**src/rtg_defines.svh**
```systemverilog
////////////////////////////////////////////////////////////////////////////
// Shared widths and sizes for the RTG video and aux audio fetch path.
// RTG_FIFO_DEPTH and RTG_BURST_LEN must be powers of two, and the depth
// must be at least two bursts or the prefetch never gets ahead.
// AUD_TICK_DIV_DEFAULT gives about 44.6 kHz from a 114.75 MHz clock.
////////////////////////////////////////////////////////////////////////////

`ifndef RTG_DEFINES_SVH
`define RTG_DEFINES_SVH

// Memory side
`define RTG_ADDR_W 24          // Word address bits
`define RTG_WORD_W 16          // Memory word bits

// Prefetch FIFO
`define RTG_FIFO_DEPTH 16      // Words per stream
`define RTG_BURST_LEN 4        // Words per memory burst

// Pixel pacing
`define RTG_PIXW_W 4           // Clocks-per-pixel field

// Audio pacing
`define AUD_TICK_DIV_DEFAULT 2572 // Clocks per stereo tick

`endif

```
**src/rtg_pkg.sv**
```systemverilog
////////////////////////////////////////////////////////////////////////////
// Types shared by the RTG and aux audio fetch blocks.
// Widths come from rtg_defines.svh; change them there only.
////////////////////////////////////////////////////////////////////////////

`include "rtg_defines.svh"

package rtg_pkg;

  // One memory word, pixel or audio sample
  typedef logic [`RTG_WORD_W-1:0] word_t;

  // Word address into external memory
  typedef logic [`RTG_ADDR_W-1:0] addr_t;

  // One colour channel at the output
  typedef logic [7:0] rgb8_t;

  // Clocks per pixel minus one
  typedef logic [`RTG_PIXW_W-1:0] pixw_t;

  // Which requester holds the memory port
  typedef enum logic {
    OWN_VID = 1'b0,           // Video stream
    OWN_AUD = 1'b1            // Audio stream
  } req_owner_t;

endpackage

```
**src/aux_audio_pacer.sv**
```systemverilog
////////////////////////////////////////////////////////////////////////////
// Aux audio pacing: one left and one right sample per tick.
// Left pops on the tick, right two clocks later; outputs change together
// three clocks after the tick. Samples are little-endian signed words.
// No ticks while aud_ena is low.
////////////////////////////////////////////////////////////////////////////

`include "rtg_defines.svh"

module aux_audio_pacer #(
  parameter int tick_div = `AUD_TICK_DIV_DEFAULT   // Clocks per tick
) (
  input  logic           clk_114,
  input  logic           rst_n,
  input  logic           aud_ena,
  input  rtg_pkg::word_t sample,        // Stream head
  output logic           sample_pop,
  output rtg_pkg::word_t aud_l,
  output rtg_pkg::word_t aud_r,
  output logic           aud_strobe     // New pair on outputs
);

  localparam int DIV_W = $clog2(tick_div);

  logic [DIV_W-1:0] div_ctr;
  logic             tick;
  logic [1:0]       tick_d;             // Tick delayed by 1 and 2
  rtg_pkg::word_t   left_hold;

  // Byte swap and flip sign for an unsigned DAC
  function automatic rtg_pkg::word_t to_dac(input rtg_pkg::word_t s);
    return {~s[7], s[6:0], s[15:8]};
  endfunction

  assign sample_pop = tick || tick_d[1];

  always_ff @(posedge clk_114 or negedge rst_n) begin
    if (!rst_n) begin
      div_ctr    <= '0;
      tick       <= 1'b0;
      tick_d     <= '0;
      aud_strobe <= 1'b0;
    end else begin
      tick_d     <= {tick_d[0], tick};
      aud_strobe <= tick_d[1];
      if (!aud_ena) begin
        div_ctr <= '0;
        tick    <= 1'b0;
      end else if (div_ctr == DIV_W'(tick_div - 1)) begin
        div_ctr <= '0;
        tick    <= 1'b1;
      end else begin
        div_ctr <= div_ctr + 1'b1;
        tick    <= 1'b0;
      end
    end
  end

  // Sample registers
  always_ff @(posedge clk_114) begin
    if (tick)
      left_hold <= to_dac(sample);
    if (tick_d[1]) begin
      aud_l <= left_hold;
      aud_r <= to_dac(sample);
    end
  end

endmodule

```
**src/mem_arbiter.sv**
```systemverilog
////////////////////////////////////////////////////////////////////////////
// Fixed-priority arbiter of two burst requesters onto one read port.
// Video wins a tie. One burst outstanding; the next grant waits for the
// last word. Memory returns exactly RTG_BURST_LEN words, no back-pressure.
////////////////////////////////////////////////////////////////////////////

`include "rtg_defines.svh"

module mem_arbiter (
  input  logic           clk_114,
  input  logic           rst_n,
  input  logic           vid_req,
  input  rtg_pkg::addr_t vid_addr,
  output logic           vid_grant,
  output logic           vid_fill_valid,
  input  logic           aud_req,
  input  rtg_pkg::addr_t aud_addr,
  output logic           aud_grant,
  output logic           aud_fill_valid,
  output rtg_pkg::word_t fill_data,     // Shared by both streams
  output logic           mem_req,       // One-cycle strobe
  output rtg_pkg::addr_t mem_addr,
  input  logic           mem_valid,
  input  rtg_pkg::word_t mem_rdata
);

  localparam int BURST  = `RTG_BURST_LEN;
  localparam int BEAT_W = (BURST > 1) ? $clog2(BURST) : 1;

  logic                busy;            // Burst in flight
  rtg_pkg::req_owner_t owner;           // Recorded at grant
  logic [BEAT_W-1:0]   beat_cnt;        // Words received so far
  logic                last_beat;

  assign vid_grant = !busy && vid_req;
  assign aud_grant = !busy && aud_req && !vid_req;
  assign mem_req   = vid_grant || aud_grant;
  assign mem_addr  = vid_req ? vid_addr : aud_addr;
  assign last_beat = mem_valid && (beat_cnt == BEAT_W'(BURST - 1));

  // Route returned words
  assign vid_fill_valid = mem_valid && (owner == rtg_pkg::OWN_VID);
  assign aud_fill_valid = mem_valid && (owner == rtg_pkg::OWN_AUD);
  assign fill_data      = mem_rdata;

  always_ff @(posedge clk_114 or negedge rst_n) begin
    if (!rst_n) begin
      busy     <= 1'b0;
      owner    <= rtg_pkg::OWN_VID;
      beat_cnt <= '0;
    end else if (mem_req) begin
      busy     <= 1'b1;
      owner    <= vid_grant ? rtg_pkg::OWN_VID : rtg_pkg::OWN_AUD;
      beat_cnt <= '0;
    end else if (mem_valid) begin
      beat_cnt <= beat_cnt + 1'b1;
      if (last_beat)
        busy <= 1'b0;                   // Port free next cycle
    end
  end

  // Memory must stay silent between bursts
  a_no_stray_valid: assert property (@(posedge clk_114) disable iff (!rst_n)
    !busy |-> !mem_valid);

endmodule

```
**src/rtg_audio_top.sv**
```systemverilog
////////////////////////////////////////////////////////////////////////////
// RTG video and aux audio fetch, sharing one memory read port.
// Blanking comes from the native timing generator on clk_114.
// Memory answers each mem_req with RTG_BURST_LEN words from mem_addr up.
////////////////////////////////////////////////////////////////////////////

`include "rtg_defines.svh"

module rtg_audio_top #(
  parameter int aud_tick_div = `AUD_TICK_DIV_DEFAULT
) (
  input  logic           clk_114,
  input  logic           rst_n,
  input  logic           rtg_ena,
  input  logic           rtg_16bit,
  input  rtg_pkg::pixw_t pixel_width,
  input  rtg_pkg::addr_t rtg_base,
  input  logic           hblank,
  input  logic           vblank,
  input  rtg_pkg::rgb8_t native_r,
  input  rtg_pkg::rgb8_t native_g,
  input  rtg_pkg::rgb8_t native_b,
  input  logic           aud_ena,
  input  rtg_pkg::addr_t aud_base,
  output logic           mem_req,
  output rtg_pkg::addr_t mem_addr,
  input  logic           mem_valid,
  input  rtg_pkg::word_t mem_rdata,
  output rtg_pkg::rgb8_t vid_r,
  output rtg_pkg::rgb8_t vid_g,
  output rtg_pkg::rgb8_t vid_b,
  output logic           vid_pixel,
  output rtg_pkg::word_t aud_l,
  output rtg_pkg::word_t aud_r,
  output logic           aud_strobe
);

  ////////////////////////////////////////////////////////////////////////////
  // Interconnect
  ////////////////////////////////////////////////////////////////////////////

  logic           vid_req, vid_grant, vid_fill, vid_empty;
  logic           aud_req, aud_grant, aud_fill, aud_empty;
  rtg_pkg::addr_t vid_addr, aud_addr;
  rtg_pkg::word_t fill_data, vid_word, aud_word;
  logic           fetch_pixel, stream_clear, rtg_blank, aud_pop;

  ////////////////////////////////////////////////////////////////////////////
  // Video path
  ////////////////////////////////////////////////////////////////////////////

  rtg_pixel_timing u_timing (
    .clk_114(clk_114), .rst_n(rst_n), .rtg_ena(rtg_ena), .hblank(hblank),
    .vblank(vblank), .pixel_width(pixel_width), .fetch_pixel(fetch_pixel),
    .stream_clear(stream_clear), .rtg_blank(rtg_blank));

  stream_prefetch u_vid_stream (
    .clk_114(clk_114), .rst_n(rst_n), .clear(stream_clear), .base_addr(rtg_base),
    .fetch_req(vid_req), .fetch_addr(vid_addr), .fetch_grant(vid_grant),
    .fill_valid(vid_fill), .fill_data(fill_data), .pop(fetch_pixel),
    .q(vid_word), .empty(vid_empty));    // empty left for debug taps

  rtg_color_expand u_expand (
    .clk_114(clk_114), .rst_n(rst_n), .rtg_ena(rtg_ena), .rtg_16bit(rtg_16bit),
    .rtg_blank(rtg_blank), .fetch_pixel(fetch_pixel), .pixel_word(vid_word),
    .native_r(native_r), .native_g(native_g), .native_b(native_b),
    .vid_r(vid_r), .vid_g(vid_g), .vid_b(vid_b), .vid_pixel(vid_pixel));

  ////////////////////////////////////////////////////////////////////////////
  // Audio path and shared port
  ////////////////////////////////////////////////////////////////////////////

  stream_prefetch u_aud_stream (
    .clk_114(clk_114), .rst_n(rst_n), .clear(!aud_ena), .base_addr(aud_base),
    .fetch_req(aud_req), .fetch_addr(aud_addr), .fetch_grant(aud_grant),
    .fill_valid(aud_fill), .fill_data(fill_data), .pop(aud_pop),
    .q(aud_word), .empty(aud_empty));

  aux_audio_pacer #(.tick_div(aud_tick_div)) u_pacer (
    .clk_114(clk_114), .rst_n(rst_n), .aud_ena(aud_ena), .sample(aud_word),
    .sample_pop(aud_pop), .aud_l(aud_l), .aud_r(aud_r), .aud_strobe(aud_strobe));

  mem_arbiter u_arb (
    .clk_114(clk_114), .rst_n(rst_n),
    .vid_req(vid_req), .vid_addr(vid_addr), .vid_grant(vid_grant),
    .vid_fill_valid(vid_fill),
    .aud_req(aud_req), .aud_addr(aud_addr), .aud_grant(aud_grant),
    .aud_fill_valid(aud_fill), .fill_data(fill_data),
    .mem_req(mem_req), .mem_addr(mem_addr), .mem_valid(mem_valid),
    .mem_rdata(mem_rdata));

  // A pixel fetch once the stream has data must find it ready
  a_vid_ahead: assert property (@(posedge clk_114) disable iff (!rst_n)
    (rtg_ena && !vid_empty && !stream_clear) ##1 fetch_pixel |-> !vid_empty || vid_fill);

  // Audio sample pops must find the stream primed
  a_aud_primed: assert property (@(posedge clk_114) disable iff (!rst_n)
    aud_pop && aud_ena |-> !aud_empty);

endmodule

```
**src/rtg_color_expand.sv**
```systemverilog
////////////////////////////////////////////////////////////////////////////
// Hi-colour to RGB888, registered one clock after the fetch strobe.
// 16-bit mode is 5-6-5, 15-bit mode is x-5-5-5; low bits repeat the MSBs.
// Native colour passes while RTG is off or blanked. vid_pixel is high
// every cycle with RTG off, as the native path runs at full rate.
////////////////////////////////////////////////////////////////////////////

module rtg_color_expand (
  input  logic           clk_114,
  input  logic           rst_n,
  input  logic           rtg_ena,
  input  logic           rtg_16bit,     // 5-6-5 when set
  input  logic           rtg_blank,
  input  logic           fetch_pixel,
  input  rtg_pkg::word_t pixel_word,    // Stream head
  input  rtg_pkg::rgb8_t native_r,
  input  rtg_pkg::rgb8_t native_g,
  input  rtg_pkg::rgb8_t native_b,
  output rtg_pkg::rgb8_t vid_r,
  output rtg_pkg::rgb8_t vid_g,
  output rtg_pkg::rgb8_t vid_b,
  output logic           vid_pixel
);

  rtg_pkg::rgb8_t exp_r;
  rtg_pkg::rgb8_t exp_g;
  rtg_pkg::rgb8_t exp_b;

  assign exp_r = rtg_16bit ? {pixel_word[15:11], pixel_word[15:13]}
                           : {pixel_word[14:10], pixel_word[14:12]};
  assign exp_g = rtg_16bit ? {pixel_word[10:5], pixel_word[10:9]}
                           : {pixel_word[9:5], pixel_word[9:7]};
  assign exp_b = {pixel_word[4:0], pixel_word[4:2]};  // Same in both modes

  // Colour registers
  always_ff @(posedge clk_114) begin
    if (!rtg_ena || rtg_blank) begin
      vid_r <= native_r;
      vid_g <= native_g;
      vid_b <= native_b;
    end else if (fetch_pixel) begin
      vid_r <= exp_r;
      vid_g <= exp_g;
      vid_b <= exp_b;
    end
  end

  always_ff @(posedge clk_114 or negedge rst_n) begin
    if (!rst_n)
      vid_pixel <= 1'b0;
    else
      vid_pixel <= rtg_ena ? fetch_pixel : 1'b1;
  end

endmodule

```
**src/rtg_pixel_timing.sv**
```systemverilog
////////////////////////////////////////////////////////////////////////////
// RTG pixel pacing from native blanking.
// Fetch strobe every pixel_width+1 clocks in active video; counter held
// at zero in blanking. The stream is restarted on the first vblank clock
// and held clear while RTG is off, leaving the rest of vblank to prefetch.
////////////////////////////////////////////////////////////////////////////

module rtg_pixel_timing (
  input  logic           clk_114,
  input  logic           rst_n,
  input  logic           rtg_ena,
  input  logic           hblank,
  input  logic           vblank,
  input  rtg_pkg::pixw_t pixel_width,   // Clocks per pixel minus one
  output logic           fetch_pixel,   // Pop the next pixel
  output logic           stream_clear,
  output logic           rtg_blank
);

  rtg_pkg::pixw_t pixel_ctr;
  logic           vblank_d;

  assign rtg_blank    = hblank || vblank;
  assign fetch_pixel  = rtg_ena && !rtg_blank && (pixel_ctr == pixel_width);
  assign stream_clear = !rtg_ena || (vblank && !vblank_d);  // Frame restart

  always_ff @(posedge clk_114 or negedge rst_n) begin
    if (!rst_n) begin
      pixel_ctr <= '0;
      vblank_d  <= 1'b0;
    end else begin
      vblank_d <= vblank;
      if (!rtg_ena || rtg_blank || fetch_pixel)
        pixel_ctr <= '0;                // Restart each pixel
      else
        pixel_ctr <= pixel_ctr + 1'b1;
    end
  end

endmodule

```
**src/stream_prefetch.sv**
```systemverilog
////////////////////////////////////////////////////////////////////////////
// Sequential-address prefetch FIFO with show-ahead output.
// Requests a burst once the free space, less words still owed, fits one.
// Clear empties the FIFO and reloads base_addr; owed words of a burst in
// flight are dropped on arrival. Pop on empty is ignored.
////////////////////////////////////////////////////////////////////////////

`include "rtg_defines.svh"

module stream_prefetch (
  input  logic           clk_114,
  input  logic           rst_n,
  input  logic           clear,        // Restart at base
  input  rtg_pkg::addr_t base_addr,
  output logic           fetch_req,    // Held until grant
  output rtg_pkg::addr_t fetch_addr,
  input  logic           fetch_grant,
  input  logic           fill_valid,
  input  rtg_pkg::word_t fill_data,
  input  logic           pop,          // Consume head word
  output rtg_pkg::word_t q,            // Head word, show-ahead
  output logic           empty
);

  localparam int DEPTH = `RTG_FIFO_DEPTH;
  localparam int BURST = `RTG_BURST_LEN;
  localparam int PTR_W = $clog2(DEPTH);
  localparam int CNT_W = PTR_W + 1;

  rtg_pkg::word_t   mem [DEPTH];
  logic [PTR_W-1:0] wr_ptr;
  logic [PTR_W-1:0] rd_ptr;
  logic [CNT_W-1:0] count;             // Words held
  logic [CNT_W-1:0] owed;              // Words still to arrive
  logic [CNT_W-1:0] drop;              // Owed words to discard
  logic [CNT_W-1:0] owed_nxt;
  logic             req_q;
  rtg_pkg::addr_t   addr_q;            // Next burst address
  logic             grant_hit;
  logic             fill_hit;
  logic             wr_en;
  logic             rd_en;
  logic             room;

  assign grant_hit = fetch_grant && req_q;
  assign fill_hit  = fill_valid && (owed != '0);  // Stray words ignored
  assign wr_en     = fill_hit && (drop == '0) && !clear;
  assign rd_en     = pop && (count != '0) && !clear;
  assign room      = (int'(count) + int'(owed) + BURST) <= DEPTH;

  assign owed_nxt = owed + (grant_hit ? CNT_W'(BURST) : '0) - (fill_hit ? CNT_W'(1) : '0);

  always_ff @(posedge clk_114 or negedge rst_n) begin
    if (!rst_n) begin
      wr_ptr <= '0;
      rd_ptr <= '0;
      count  <= '0;
      owed   <= '0;
      drop   <= '0;
      req_q  <= 1'b0;
      addr_q <= '0;
    end else begin
      owed <= owed_nxt;                // Tracked through clear too
      if (clear) begin
        wr_ptr <= '0;
        rd_ptr <= '0;
        count  <= '0;
        req_q  <= 1'b0;
        addr_q <= base_addr;
        drop   <= owed_nxt;            // Flush the burst in flight
      end else begin
        if (fill_hit && (drop != '0))
          drop <= drop - 1'b1;
        if (wr_en)
          wr_ptr <= wr_ptr + 1'b1;
        if (rd_en)
          rd_ptr <= rd_ptr + 1'b1;
        count <= count + CNT_W'(wr_en) - CNT_W'(rd_en);
        if (grant_hit) begin
          req_q  <= 1'b0;
          addr_q <= addr_q + rtg_pkg::addr_t'(BURST);
        end else if (!req_q && room) begin
          req_q <= 1'b1;               // Whole burst fits
        end
      end
    end
  end

  // Storage
  always_ff @(posedge clk_114) begin
    if (wr_en)
      mem[wr_ptr] <= fill_data;
  end

  assign q          = mem[rd_ptr];
  assign empty      = (count == '0);
  assign fetch_req  = req_q;
  assign fetch_addr = addr_q;

  // Arbiter and memory keep within the space reserved at request time
  a_no_overflow: assert property (@(posedge clk_114) disable iff (!rst_n)
    wr_en |-> (count != CNT_W'(DEPTH)) || rd_en);

  a_req_hold: assert property (@(posedge clk_114) disable iff (!rst_n)
    (fetch_req && !fetch_grant && !clear) |=> fetch_req && $stable(fetch_addr));

endmodule

```
**config.mk**
```make
export PLATFORM = sky130hd
export DESIGN_NAME = rtg_audio_top
export DESIGN_NICKNAME = d
export VERILOG_FILES = /design/src/rtg_pkg.sv /design/src/aux_audio_pacer.sv /design/src/mem_arbiter.sv /design/src/rtg_audio_top.sv /design/src/rtg_color_expand.sv /design/src/rtg_pixel_timing.sv /design/src/stream_prefetch.sv
export VERILOG_INCLUDE_DIRS = /design/src
export SDC_FILE = /design/constraint.sdc
export NUM_CORES = 1
export LEC_CHECK = 0
export ABC_CLOCK_PERIOD_IN_PS = 6500
export BUFFER_PORTS_ARGS = -buffer_cell sky130_fd_sc_hd__buf_2
export CORE_UTILIZATION = 37
export CTS_BUF_LIST = sky130_fd_sc_hd__clkbuf_4
export DETAILED_ROUTE_END_ITERATION = 10
export MAX_ROUTING_LAYER = met4
export PLACE_DENSITY = 0.49
export SLEW_MARGIN = 20
export SYNTH_ARGS = -nofsm -noshare
export SYNTH_HDL_FRONTEND = slang
export SYNTH_SLANG_ARGS = --single-unit
```
**constraint.sdc**
```tcl
create_clock -name clk_114 -period 6.5 [get_ports clk_114]
set_input_delay 1.95 -clock clk_114 [delete_from_list [all_inputs] [get_ports clk_114]]
set_output_delay 1.95 -clock clk_114 [all_outputs]
set_load 0.05 [all_outputs]
```
=== Yosys cells after proc, flatten, opt, wreduce, memory -nomap -nowiden ===
Memory sizes are Yosys's and may differ from the RTL's.
Index checks and enable logic that the tools add are counted.

* Register bits: 194
* RAM bits: 512
* Input port bits: 100
* Output and inout port bits: 83
* Word-level logic and storage cells: 175
* Memories kept: 2

{| class="wikitable"
|+ Memories
! name !! words !! bits a word !! rd ports !! clocked after memory_dff !! wr ports !! RTL line !! text
|-
| u_aud_stream.mem || 16 || 16 || 1 || 0 || 1 || stream_prefetch.sv:30 || <nowiki>rtg_pkg::word_t mem [DEPTH];</nowiki>
|-
| u_vid_stream.mem || 16 || 16 || 1 || 0 || 1 || stream_prefetch.sv:30 ||
|}

* $add $sub $neg: 23
* Order comparisons: 2
* Eq/ne operators: 8
* Muxes and demuxes: 53
* Bitwise operators: 2
* Reduce and logical (&&, ||, !) cells: 55

{| class="wikitable"
|+ Operator list
! operator !! number
|-
| $mux 24 || 5
|-
| $add 32x4->32 const B || 2
|-
| $le 32x6->1 const B || 2
|-
| $mux 8 || 8
|-
| $add 24x3->24 const B || 2
|-
| $mux 4 || 9
|-
| $mux 5 || 6
|-
| $reduce_bool 5->1 || 6
|-
| $logic_and 1x1->1 || 25
|-
| $mux 12 || 2
|-
| $add 4x1->4 const B || 5
|-
| $mux 1 || 19
|-
| $reduce_bool 2->1 || 7
|-
| $add 12x1->12 const B || 1
|-
| $add 5x5->6 || 2
|-
| $eq 12x12->1 const B || 1
|-
| $add 5x1->5 || 2
|-
| $add 5x5->5 || 2
|-
| $logic_not 5->1 || 2
|-
| $sub 5x1->5 || 2
|-
| $sub 5x1->5 const B || 2
|-
| $sub 5x5->5 || 2
|-
| $ne 2x1->1 const B || 4
|-
| $logic_not 1->1 || 7
|-
| 10 further kinds || 18
|}

=== Longest topological paths before layout ===
Gate-level depths: netlist of the first run.

* Depth in word-level cells: 8
* Mapped depth: 12
* Mapped depth without buffers: 12

=== By module ===
Synthesis of the first run repeated with hierarchy kept, for this count alone.

* Cell total of the unflattened synthesis: 1,767
* Area, all modules: 30,062.6 µm²

{| class="wikitable"
|+ Modules (own cells, without submodules)
! module !! times used !! cells each !! area an instance (µm²) !! seq. area each (µm²)
|-
| stream_prefetch at u_aud_stream || 1 || 803 || 12,846.1 || 8,888.5
|-
| stream_prefetch at u_vid_stream || 1 || 686 || 12,777.3 || 8,888.5
|-
| aux_audio_pacer || 1 || 116 || 2,174.6 || 1,841.8
|-
| rtg_color_expand || 1 || 75 || 1,290.0 || 745.7
|-
| mem_arbiter || 1 || 62 || 705.7 || 100.1
|-
| rtg_pixel_timing || 1 || 24 || 265.3 || 125.1
|-
| rtg_audio_top || 1 || 1 || 3.8 || 0.0
|}

=== Worst setup path after synthesis of the first run ===
OpenSTA, ideal clock, no wires.

* Path type: input port to flip-flop
* Start point: input mem_valid
* End point: memory u_vid_stream.mem[3][0] (netlist bit) (enable)
* Setup time: 0.430 ns
* Data arrival time: 4.186 ns
* Data required time: 6.070 ns
* Path slack: 1.884 ns
* Stages on the path: 4
* Buffers on the path: 0
* Cells stage by stage: nand2b_1 a211oi_2 nand2_1 nor4_1

* Word-level cells in the longest chain between the ends: 6

{| class="wikitable"
|+ RTL lines
! element !! RTL line !! text
|-
| start, declared || rtg_audio_top.sv:27 || <nowiki>input logic mem_valid,</nowiki>
|-
| $logic_and 1x1->1 || mem_arbiter.sv:42 || <nowiki>assign vid_fill_valid = mem_valid && (owner == rtg_pkg::OWN_VID);</nowiki>
|-
| $logic_and 1x1->1 || stream_prefetch.sv:46 || <nowiki>assign fill_hit = fill_valid && (owed != '0);</nowiki>
|-
| $logic_and 1x1->1 (2 in series) || stream_prefetch.sv:47 || <nowiki>assign wr_en = fill_hit && (drop == '0) && !clear;</nowiki>
|-
| $mux 1 || stream_prefetch.sv:91 || <nowiki>if (wr_en)</nowiki>
|-
| $mux 1 (implied by the code) || stream_prefetch.sv:92 || <nowiki>mem[wr_ptr] <= fill_data;</nowiki>
|-
| end, declared || stream_prefetch.sv:30 ||
|}

Every way passes these cells.

=== Final worst setup path of the first run ===
* Start point: register u_vid_stream.req_q, in the netlist u_vid_stream.fetch_req
* End point: output mem_req

* Word-level cells in the longest chain between the ends: 3
* Elaborated cells between the ends (all ways): 4
* Classes of those cells: 4 x reduce/logical

{| class="wikitable"
|+ RTL lines
! element !! RTL line !! text
|-
| start, declared || stream_prefetch.sv:37 || <nowiki>logic req_q;</nowiki>
|-
| start signal, assigned || stream_prefetch.sv:60 || <nowiki>req_q <= 1'b0;</nowiki>
|-
| start signal, assigned || stream_prefetch.sv:68 || <nowiki>req_q <= 1'b0;</nowiki>
|-
| start signal, assigned || stream_prefetch.sv:80 || <nowiki>req_q <= 1'b0;</nowiki>
|-
| $logic_not 1->1 || mem_arbiter.sv:36 || <nowiki>assign aud_grant = !busy && aud_req && !vid_req;</nowiki>
|-
| $logic_and 1x1->1 || mem_arbiter.sv:36 ||
|-
| $logic_or 1x1->1 * || mem_arbiter.sv:37 || <nowiki>assign mem_req = vid_grant || aud_grant;</nowiki>
|-
| end, declared || rtg_audio_top.sv:25 || <nowiki>output logic mem_req,</nowiki>
|}

Mark *: on every way between the ends. The rest lies on a longest branch, timed or not.

==> results.sh, run 1 <==
export IMPL_synth_edf_count=584
export IMPL_cp_cell_sequence="buf_4 -> nor2_1 -> nor2_1 -> buf_2"
export IMPL_io_buffer_count=182
export IMPL_crit_required_ns=4.55
export IMPL_cts_tree="yes"
export IMPL_clk_pin_slew_ns=0.06
export IMPL_synthMuxAreaShare_pct=11.40
export IMPL_cts_resized=0
export IMPL_synthFlopType="edfxtp_1"
export IMPL_area_growth_pct=15.89
export IMPL_setup_tns_ns=0
export IMPL_yosysTopAreaCell="edfxtp_1"
export IMPL_power_density_nw_per_um2=299.6
export IMPL_netlist_instances=1804
export IMPL_async_reset_ff_share_pct=17.28
export IMPL_critPathMaxFanout=34
export IMPL_endpoint_kind="primary output"
export IMPL_criticalPathCategory="flip-flop to primary output"
export IMPL_ys_warn_count=0
export IMPL_fmax_mhz=233.6
export IMPL_grt_pass1_wl_um=109900
export IMPL_critPathArrivalTime_ns=2.33
export IMPL_cp_slowest_cell="buf_4"
export IMPL_yosysSeqAreaShare_pct=70.26
export IMPL_core_um2=77980
export IMPL_min_period_over_period_pct=65.87
export IMPL_vias=16770
export IMPL_clk_latency_ns=0.97
export IMPL_fp_dieW_um=283.4
export IMPL_hp_class="flip-flop to flip-flop"
export IMPL_post_cts_repair_setup_buffers=0
export IMPL_routed_via_density=5.044
export IMPL_cts_sinks=706
export IMPL_status="finished clean"
export IMPL_maxSlewHeadroom_pct=36.79
export IMPL_numCtsBuffers=188
export IMPL_grt_overflow=0
export IMPL_drive_gt1_share_pct=29.90
export IMPL_cts_buffer_depth=3
export IMPL_num_rows=102
export IMPL_rsz0062_at_grt="false"
export IMPL_timing_hold_ws_ns=0.3584
export IMPL_synth_cell_types=63
export IMPL_first_pass_iters=5
export IMPL_routedWlPerCell_um=21.85
export IMPL_drtIter0Drc=1081
export IMPL_grt_max_degree=85
export IMPL_period_minus_slack_ns=4.282
export IMPL_synth_area_leaders="edfxtp_1 (60%), dfrtp_1 (10%), mux4_2 (7.5%)"
export IMPL_yosysMostFrequentCell="edfxtp_1"
export IMPL_max_cap_violations=0
export IMPL_postCtsHoldBufs=0
export IMPL_synthesis_area_um2=29310
export IMPL_grt_pass1_vias=17740
export IMPL_nNetsFinal=2295
export IMPL_setup_viol=0
export IMPL_place_gp_congestion=0.8362
export IMPL_hold_viol=0
export IMPL_netlist_top_cells_count="edfxtp_1 (584), nand2_1 (123), dfrtp_1 (122)"
export IMPL_max_stage_delay_ns=0.37
export IMPL_routed_wirelength_um=72660
export IMPL_tightest_slew_ns=0.9471
export IMPL_synth_compound_area_share_pct=4.683
export IMPL_die_area_um2=80340
export IMPL_cp_start_kind="flip-flop"
export IMPL_hpwl_um=45400
export IMPL_drc=0
export IMPL_synth_top_family_by_area="multiplexers"
export IMPL_crit_top_cell="nor2_1"
export IMPL_grt_usage_pct=18.82
export IMPL_synth_net_count=1961
export IMPL_skew_ns=0.06471
export IMPL_die_h_um=283.4
export IMPL_synth_xor_area_share_pct=2.690
export IMPL_avgSynthCellArea_um2=16.25
export IMPL_synthAdderAreaFrac_pct=2.587
export IMPL_h_tree_depth=4
export IMPL_antenna_found_initial=12
export IMPL_postRouteAntennaNets=0
export IMPL_p_leak_nw=11.95
export IMPL_ys_ff_latch=706
export IMPL_finalMaxSlewViolations=0
export IMPL_ir_drop_v=0.0001725
export IMPL_top_level_ports=183
export IMPL_root_buffer="clkbuf_4"
export IMPL_synthSimpleGateAreaFrac_pct=6.494
export IMPL_synth_top_cell_area_share_pct=59.84
export IMPL_initial_utilization_pct=37.58
==> layout make-up <==
type,count,area (um^2)
antenna,11,27.53
clock buffer,287,2155
clock inverter,39,214.0
fill,7096,44010
inverter,62,232.7
multi-input combinational,960,8224
sequential,706,20600
tap,1040,1301
timing repair buffer,220,1210
==> registers in the layout, indices dropped and copies added, names as in the netlist, 8 cells and up <==
signal,cells
u_vid_stream.mem,256
u_pacer.left_hold,16
u_expand.vid_r,8
u_pacer.aud_l,16
u_aud_stream.mem,256
u_vid_stream.fetch_addr,24
u_pacer.div_ctr,12
u_expand.vid_g,8
u_pacer.aud_r,16
u_expand.vid_b,8
u_aud_stream.fetch_addr,24
==> power by group <==
group / total, mW / internal [mW] / switching [mW] / leakage (nW)
logic: 1.15 / 0.406 / 0.742 / 3.71
registers: 5.19 / 5.04 / 0.148 / 6.80
clock network: 3.84 / 2.01 / 1.82 / 1.44
==> metrics by stage <==
stage / util [%] / instances / instance area [um^2] / power (mW) / worst slack [ns]
2_1_floorplan: - / 1804 / 29310 / 6.072 / 1.884
3_5_place_dp: 40.46 / 2987 / 31550 / 6.449 / 1.610
4_1_cts: 43.50 / 3313 / 33920 / 10.35 / 2.015
3_3_place_gp: 40.46 / 2987 / 31550 / 6.428 / 1.700
5_1_grt: 43.55 / 3323 / 33960 / 10.71 / 1.920
6_report: 43.56 / 3325 / 33960 / 10.18 / 2.218
==> layout by cell type (no fill, tap or decap), drive strengths merged, types with 8 or more instances in the layout <==
master	n
a21o	14
a21oi	49
a221oi	35
a22oi	22
and2	21
and3	13
buf	220
clkbuf	287
clkinv	31
dfrtp	122
diode	11
edfxtp	584
ha	51
inv	69
mux2	26
mux2i	84
mux4	98
nand2	123
nand3	30
nand4	10
nor2	117
nor2b	10
nor3	13
nor4	17
nor4b	9
o21ai	57
or3	8
xnor2	60
xor2	30
==> critical path: cells and delay by family, from the launching register on <==
family	cells	cell delay [ns]
buffers and inverters	2	0.71
DFF	1	0.34
and+or+nand+nor	2	0.31
==> cells by family after synthesis <==
family          count (synthesis)
compound gates                209
flops                         706
xor+xnor                       90
buf+inv                       138
mux                           208
simple gates                  396
fa+ha+maj                      57
==> layer usage <==
layer | part of all wire (%) | global-route usage [%]
met1 | 46 | 24.34
met5 | 0 | -
met2 | 48 | 29.03
met4 | 1.6 | 5.905
met3 | 5.4 | 4.887
==> worst paths after layout <==
| path | slack (ns) | cells past startpoint | end | start |
|---|---|---|---|---|
| max reg2reg | 2.83 | 8 | u_vid_stream.mem[13][5] | u_vid_stream.drop[0] |
| min in group asynchronous | 1.08 | 1 | u_vid_stream.count[2] | rst_n |
| min reg2reg | 0.36 | 0 | u_pacer.tick_d[1] | u_pacer.tick_d[0] |
| max | 2.22 | 4 | mem_req | u_vid_stream.fetch_req |
| max in group asynchronous | 4.25 | 2 | u_aud_stream.rd_ptr[0] | rst_n |
| min | 0.36 | 0 | u_pacer.tick_d[1] | u_pacer.tick_d[0] |
(Power assumes the default switching activity.)
==> run 2, diff against run 1 <==
--- a/config.mk
+++ b/config.mk
@@ -6,13 +6,14 @@
 export SDC_FILE = /design/constraint.sdc
 export NUM_CORES = 1
 export LEC_CHECK = 0
-export ABC_CLOCK_PERIOD_IN_PS = 6500
+export ABC_AREA = 1
+export ABC_CLOCK_PERIOD_IN_PS = 3500
 export BUFFER_PORTS_ARGS = -buffer_cell sky130_fd_sc_hd__buf_2
 export CORE_UTILIZATION = 37
 export CTS_BUF_LIST = sky130_fd_sc_hd__clkbuf_4
 export DETAILED_ROUTE_END_ITERATION = 10
 export MAX_ROUTING_LAYER = met4
-export PLACE_DENSITY = 0.49
+export PLACE_DENSITY = 0.51
 export SLEW_MARGIN = 20
 export SYNTH_ARGS = -nofsm -noshare
 export SYNTH_HDL_FRONTEND = slang
==> constraint.sdc (replaced) <==
create_clock -name clk_114 -period 3.5 [get_ports clk_114]
set_input_delay 1.05 -clock clk_114 [delete_from_list [all_inputs] [get_ports clk_114]]
set_output_delay 1.05 -clock clk_114 [all_outputs]
set_load 0.05 [all_outputs]
==> run 2 against run 1 <==
  * Utilization down 0.40 points
  * Flip-flop and latch count stayed put
  * Worst hold slack got worse by 0.12 ns
  * Routed wire length increased by 14%
  * Die area is 5.4% higher
  * First-iteration DRC count up 47%
  * Synthesized cell count is 60% higher
  * Cell area grew 4.7%
==> results.sh, run 2 <==
export IMPL_routed_wirelength_um=82930
export IMPL_ir_drop_v=0.0004884
export IMPL_clk_pin_slew_ns=0.06
export IMPL_skew_ns=0.09489
export IMPL_pre_cts_ws_ns=0.1812
export IMPL_cp_cell_sequence="buf_8 -> o21ai_0 -> buf_2"
export IMPL_num_rows=105
export IMPL_synth_top_cell_area_share_pct=56.75
export IMPL_ys_warn_count=0
export IMPL_grt_overflow=0
export IMPL_postRouteAntennaNets=0
export IMPL_ys_ff_latch=706
export IMPL_io_buffer_count=182
export IMPL_cts_buffer_depth=3
export IMPL_grt_max_degree=154
export IMPL_drt_met1_wl_um=36080
export IMPL_first_pass_iters=5
export IMPL_netlist_top_cells_count="nand2_1 (725), edfxtp_1 (584), nor2_1 (366)"
export IMPL_synth_cell_types=47
export IMPL_cp_start_kind="flip-flop"
export IMPL_max_cap_violations=0
export IMPL_final_cell_mix="nand2_1 (725), edfxtp_1 (584), nor2_1 (364)"
export IMPL_async_reset_ff_share_pct=17.28
export IMPL_fmax_mhz=299.2
export IMPL_clk_latency_ns=1.06
export IMPL_synth_area_leaders="edfxtp_1 (57%), dfrtp_1 (9.9%), nand2_1 (8.8%)"
export IMPL_min_period_over_period_pct=95.48
export IMPL_rsz0062_at_grt="false"
export IMPL_max_stage_delay_ns=0.43
export IMPL_grt_usage_pct=20.28
export IMPL_met3_length_um=5107
export IMPL_synthesis_area_um2=30900
export IMPL_top_level_ports=183
export IMPL_yosysMostFrequentCell="nand2_1"
export IMPL_hold_depth=3
export IMPL_synth_net_count=3046
export IMPL_cts_tree="yes"
export IMPL_die_area_um2=84680
export IMPL_rr_startpoint="u_aud_stream.count[3]"
export IMPL_routedWlPerCell_um=18.76
export IMPL_p_leak_nw=14.12
export IMPL_core_um2=82370
export IMPL_route_met2_wl_um=39800
export IMPL_drive_gt1_share_pct=17.59
export IMPL_routed_via_density=4.975
export IMPL_synthFlopType="edfxtp_1"
export IMPL_r2r_cells=13
export IMPL_antenna_found_initial=3
export IMPL_drtIter0Drc=1590
export IMPL_netlist_instances=2889
export IMPL_critPathMaxFanout=43
export IMPL_holdPathEnd="u_aud_stream.fetch_addr[1]"
export IMPL_critPathArrivalTime_ns=2.29
export IMPL_yosysTopAreaCell="edfxtp_1"
export IMPL_h_tree_depth=4
export IMPL_drc=0
export IMPL_layout_commonest_cell="nand2_1"
export IMPL_r2r_slack_ns=0.79
export IMPL_crit_family="buffers and inverters"
export IMPL_vias=22000
export IMPL_topRoutingLayerUsed="met4"
export IMPL_cp_startpoint="u_vid_stream.fetch_req"
export IMPL_setup_tns_ns=0
export IMPL_fp_dieW_um=291.0
export IMPL_maxSlewHeadroom_pct=38.41
export IMPL_place_gp_congestion=0.9006
export IMPL_hold_viol=0
export IMPL_nNetsFinal=3367
export IMPL_fin_ws_ns=0.1582
export IMPL_yosysSeqAreaShare_pct=66.63
export IMPL_hpwl_um=51620
export IMPL_synth_edf_count=584
export IMPL_cts_sinks=706
export IMPL_fill_cells=7870
export IMPL_numCtsBuffers=187
export IMPL_tightest_slew_ns=0.9205
export IMPL_grt_pass1_wl_um=127600
export IMPL_hp_class="input pin to flip-flop"
export IMPL_initial_utilization_pct=37.52
export IMPL_crit_buf_inv=2
export IMPL_status="finished clean"
export IMPL_period_minus_slack_ns=3.342
export IMPL_crit_required_ns=2.45
export IMPL_grt_pass1_vias=22280
export IMPL_min_delay_start="aud_base[1]"
export IMPL_endpoint_kind="primary output"
export IMPL_criticalPathCategory="flip-flop to primary output"
export IMPL_avgSynthCellArea_um2=10.70
export IMPL_setup_viol=0
export IMPL_reg2reg_to="u_aud_stream.count[4]"
export IMPL_cp_slowest_cell="dfrtp_1"
export IMPL_die_h_um=291.0
export IMPL_reg_top3="u_aud_stream.mem: 256 flops, u_vid_stream.mem: 256 flops"
export IMPL_area_growth_pct=15.05
export IMPL_finalMaxSlewViolations=0
export IMPL_root_buffer="clkbuf_4"
export IMPL_power_density_nw_per_um2=558.7
-- run 2: cell families (layout without fill, tap and decap cells) --
family,Yosys count,after routing,synth area share [%]
buffers and inverters,347,807,4.782
XOR/XNOR,38,38,1.077
other,0,2,0
AND/OR/NAND/NOR,1334,1334,17.52
adder cells (fa/ha/maj),57,57,2.454
flip-flops,706,706,66.63
AO/OA/AOI/OAI,407,407,7.539
-- run 2: cell type report --
| cell class | count | area [um^2] | area share [%] |
|---|---|---|---|
| diodes | 2 | 5.005 | 0.01408 |
| clock buffers | 278 | 2087 | 5.870 |
| clock inverters | 50 | 290.3 | 0.8165 |
| inverters | 224 | 849.6 | 2.390 |
| multi-input cells | 1836 | 8852 | 24.90 |
| flip-flops and latches | 706 | 20600 | 57.94 |
| well taps | 1070 | 1339 | 3.766 |
| repair buffers | 255 | 1530 | 4.304 |
-- run 2: metal layers --
| metal | GRT usage, % | vias up |
|---|---|---|
| met3 | 4.528 | 133 |
| li1 | - | 10630 |
| met2 | 32.45 | 651 |
| met1 | 25.28 | 10580 |
| met4 | 7.188 | 0 |
| met5 | - | - |
-- run 2: power by group --
group          switching, mW  internal, mW  total [mW]
combinational           2.11         0.867        2.98
clock                   3.49          3.67        7.16
sequential             0.298          9.42        9.72
-- run 2: worst min-delay path, cell delays in order --
cell	delay (ns)
buf_2	0.07
nand2_1	0.04
nand2_1	0.05
-- run 2: stage by stage --
step	hold WS, ns	total power, mW	utilization, %	cell area (um^2)	std cells
6_report	0.2383	19.86	43.16	35550	4421
5_1_grt	0.1281	20.97	43.16	35550	4421
4_1_cts	0.08434	20.16	43.13	35530	4418
3_5_place_dp	0.3386	12.87	40.22	33130	4089
3_3_place_gp	0.3394	12.79	40.22	33130	4089
2_1_floorplan	0.3312	11.87	-	30900	2889
-- run 2: how the worst max path moves through the flow --
| stage | to | slack (ns) | cells past startpoint |
|---|---|---|---|
| after floorplan | u_vid_stream.count[4] | 0.50 | 14 |
| after global placement | u_vid_stream.count[4] | 0.21 | 14 |
| after detailed placement | u_vid_stream.count[4] | 0.18 | 14 |
| after CTS | mem_req | 0.004 | 6 |
| after global routing | mem_addr[10] | 0.01 | 4 |
| final | mem_addr[10] | 0.16 | 3 |
-- run 2: repair_timing --
action | in CTS | in global routing
gates resized for setup | 3 | 4
endpoints found under the setup margin | 5 | 2
hold buffers | 1 | 0
setup buffers | 0 | 1
endpoints found under the hold margin | 19 | 0
cloned | 0 | 0
==> run 3, diff against run 2 <==
--- a/config.mk
+++ b/config.mk
@@ -9,11 +9,11 @@
 export ABC_AREA = 1
 export ABC_CLOCK_PERIOD_IN_PS = 3500
 export BUFFER_PORTS_ARGS = -buffer_cell sky130_fd_sc_hd__buf_2
-export CORE_UTILIZATION = 37
+export CORE_UTILIZATION = 50
 export CTS_BUF_LIST = sky130_fd_sc_hd__clkbuf_4
 export DETAILED_ROUTE_END_ITERATION = 10
 export MAX_ROUTING_LAYER = met4
-export PLACE_DENSITY = 0.51
+export PLACE_DENSITY = 0.66
 export SLEW_MARGIN = 20
 export SYNTH_ARGS = -nofsm -noshare
 export SYNTH_HDL_FRONTEND = slang
==> run 3 against run 2 <==
  * Critical path depth is the same
  * Flip-flop and latch count unchanged
  * Clock power decreased by 3.6%
  * Global-route usage grew 5.3 points
  * Worst hold slack improved by 0.027 ns
  * Total power shrank 1.5%
  * Die area is 26% lower
  * Maximum frequency grew 0.17%
==> results.sh, run 3 (synthesized netlist as in run 2, its figures left out) <==
export IMPL_drive_gt1_share_pct=16.71
export IMPL_num_rows=90
export IMPL_max_cap_violations=0
export IMPL_criticalPathCategory="flip-flop to primary output"
export IMPL_drtIter0Drc=1882
export IMPL_maxSlewHeadroom_pct=42.58
export IMPL_cp_start_kind="flip-flop"
export IMPL_io_buffer_count=182
export IMPL_final_cell_mix="nand2_1 (725), edfxtp_1 (584), nor2_1 (365)"
export IMPL_skew_ns=0.03954
export IMPL_postRouteAntennaNets=0
export IMPL_nNetsFinal=3356
export IMPL_grt_overflow=0
export IMPL_numCtsBuffers=179
export IMPL_grt_pass1_wl_um=120300
export IMPL_tightest_slew_ns=0.8581
export IMPL_root_buffer="clkbuf_4"
export IMPL_cts_sinks=706
export IMPL_antenna_found_initial=2
export IMPL_clk_pin_slew_ns=0.06
export IMPL_layout_commonest_cell="nand2_1"
export IMPL_status="finished clean"
export IMPL_cts_buffer_depth=3
export IMPL_endpoint_kind="primary output"
export IMPL_rr_startpoint="u_aud_stream.rd_ptr[1]"
export IMPL_multi_input_area_um2=8850
export IMPL_critPathArrivalTime_ns=2.29
export IMPL_grt_max_degree=154
export IMPL_final_core_util_pct=57.72
export IMPL_post_cts_repair_setup_buffers=0
export IMPL_r2r_cells=6
export IMPL_core_um2=60700
export IMPL_hpwl_um=48200
export IMPL_die_area_um2=62800
export IMPL_power_total_mw=19.56
export IMPL_cts_tree="yes"
export IMPL_place_area_um2=32750
export IMPL_max_stage_delay_ns=0.41
export IMPL_die_h_um=250.6
export IMPL_cp_endpoint="mem_addr[20]"
export IMPL_reg2reg_to="u_pacer.aud_r[15]"
export IMPL_hold_viol=0
export IMPL_fill_cells=5090
export IMPL_stdcell_count=4111
export IMPL_top_level_ports=183
export IMPL_place_gp_congestion=0.9272
export IMPL_first_pass_iters=5
export IMPL_grt_usage_pct=25.61
export IMPL_cp_slowest_cell="dfrtp_1"
export IMPL_fmax_mhz=299.7
export IMPL_dp_cells=3799
export IMPL_h_tree_depth=4
export IMPL_area_growth_pct=13.36
export IMPL_clk_latency_ns=0.99
export IMPL_initial_utilization_pct=50.91
export IMPL_setup_tns_ns=0
export IMPL_crit_required_ns=2.45
export IMPL_r2r_slack_ns=0.78
export IMPL_seq_area_um2=20600
export IMPL_critPathMaxFanout=43
export IMPL_power_density_nw_per_um2=558.2
export IMPL_grt_pass1_vias=22040
export IMPL_rsz0062_at_grt="false"
export IMPL_setup_viol=0
export IMPL_routed_via_density=5.428
export IMPL_ir_drop_v=0.0005930
export IMPL_drc=0
export IMPL_reg_top3="u_aud_stream.mem: 256 flops, u_vid_stream.mem: 256 flops"
export IMPL_fp_dieW_um=250.6
export IMPL_routed_wirelength_um=76570
export IMPL_final_cell_area_um2=35030
export IMPL_period_minus_slack_ns=3.336
export IMPL_routedWlPerCell_um=18.63
export IMPL_p_leak_nw=14.01
export IMPL_cp_cell_sequence="buf_6 -> o21ai_0 -> buf_2"
export IMPL_min_period_over_period_pct=95.32
export IMPL_hp_class="input pin to flip-flop"
export IMPL_vias=22320
export IMPL_finalMaxSlewViolations=0
export IMPL_cp_startpoint="u_vid_stream.fetch_req"
==> run 3: cell types whose count changed in the layout (fill, tap and decap cells not counted), sizes merged <==
cell      previous run  this run
buf                253       251
bufinv               0         4
clkbuf             279       249
clkinv              46        53
clkinvlp             1         5
inv                227       222
==> run 3: metrics by stage <==
stage,worst slack [ns],hold slack (ns)
6_report,0.1637,0.2657
2_1_floorplan,0.5026,0.3312
3_3_place_gp,0.2294,0.3433
3_5_place_dp,0.1520,0.3464
4_1_cts,0.01570,0.1262
5_1_grt,0.02667,0.1703
==> run 3: where the power goes <==
group          switching (mW)  internal [mW]  total, mW
Combinational            2.08          0.856       2.94
Sequential              0.300           9.42       9.72
Clock                    3.31           3.59       6.90
==> run 3: worst max-delay path, delay by kind of cell, from the launching register on <==
| family | cells | cell delay (ns) |
|---|---|---|
| AO/OA/AOI/OAI | 1 | 0.36 |
| flip-flops | 1 | 0.41 |
| buffers and inverters | 2 | 0.55 |
==> run 3: how the worst min path moves through the flow <==
stage	startpoint	to	slack, ns	cells past startpoint
2_1_floorplan	u_pacer.tick_d[0]	u_pacer.tick_d[1]	0.33	0
3_3_place_gp	u_pacer.tick_d[0]	u_pacer.tick_d[1]	0.34	0
3_5_place_dp	u_pacer.tick_d[0]	u_pacer.tick_d[1]	0.35	0
4_1_cts	aud_base[0]	u_aud_stream.fetch_addr[0]	0.13	3
5_1_grt	vblank	u_timing.vblank_d	0.17	1
6_report	aud_base[0]	u_aud_stream.fetch_addr[0]	0.27	3
==> run 3: area by class of cell <==
cell class | instances | share of cell area [%]
Multi-Input combinational cell | 1836 | 25.26
Tap cell | 782 | 2.793
Antenna cell | 2 | 0.01429
Inverter | 224 | 2.418
Clock buffer | 249 | 5.336
Clock inverter | 60 | 1.093
Timing Repair Buffer | 252 | 4.286
Sequential cell | 706 | 58.80
==> run 3: per-layer routing <==
layer / vias to the layer above / share of wire (%) / global-route usage, %
li1: 10600 / - / -
met3: 122 / 7.2 / 5.404
met1: 10780 / 42 / 32.98
met4: 0 / 2.0 / 8.168
met2: 818 / 48 / 40.69
met5: - / 0 / -
==> run 3: timing repair <==
item                       CTS  global route
hold buffers                 1             0
setup endpoints to repair    2            11
gates resized for setup      2             5
hold endpoints to repair    25             0
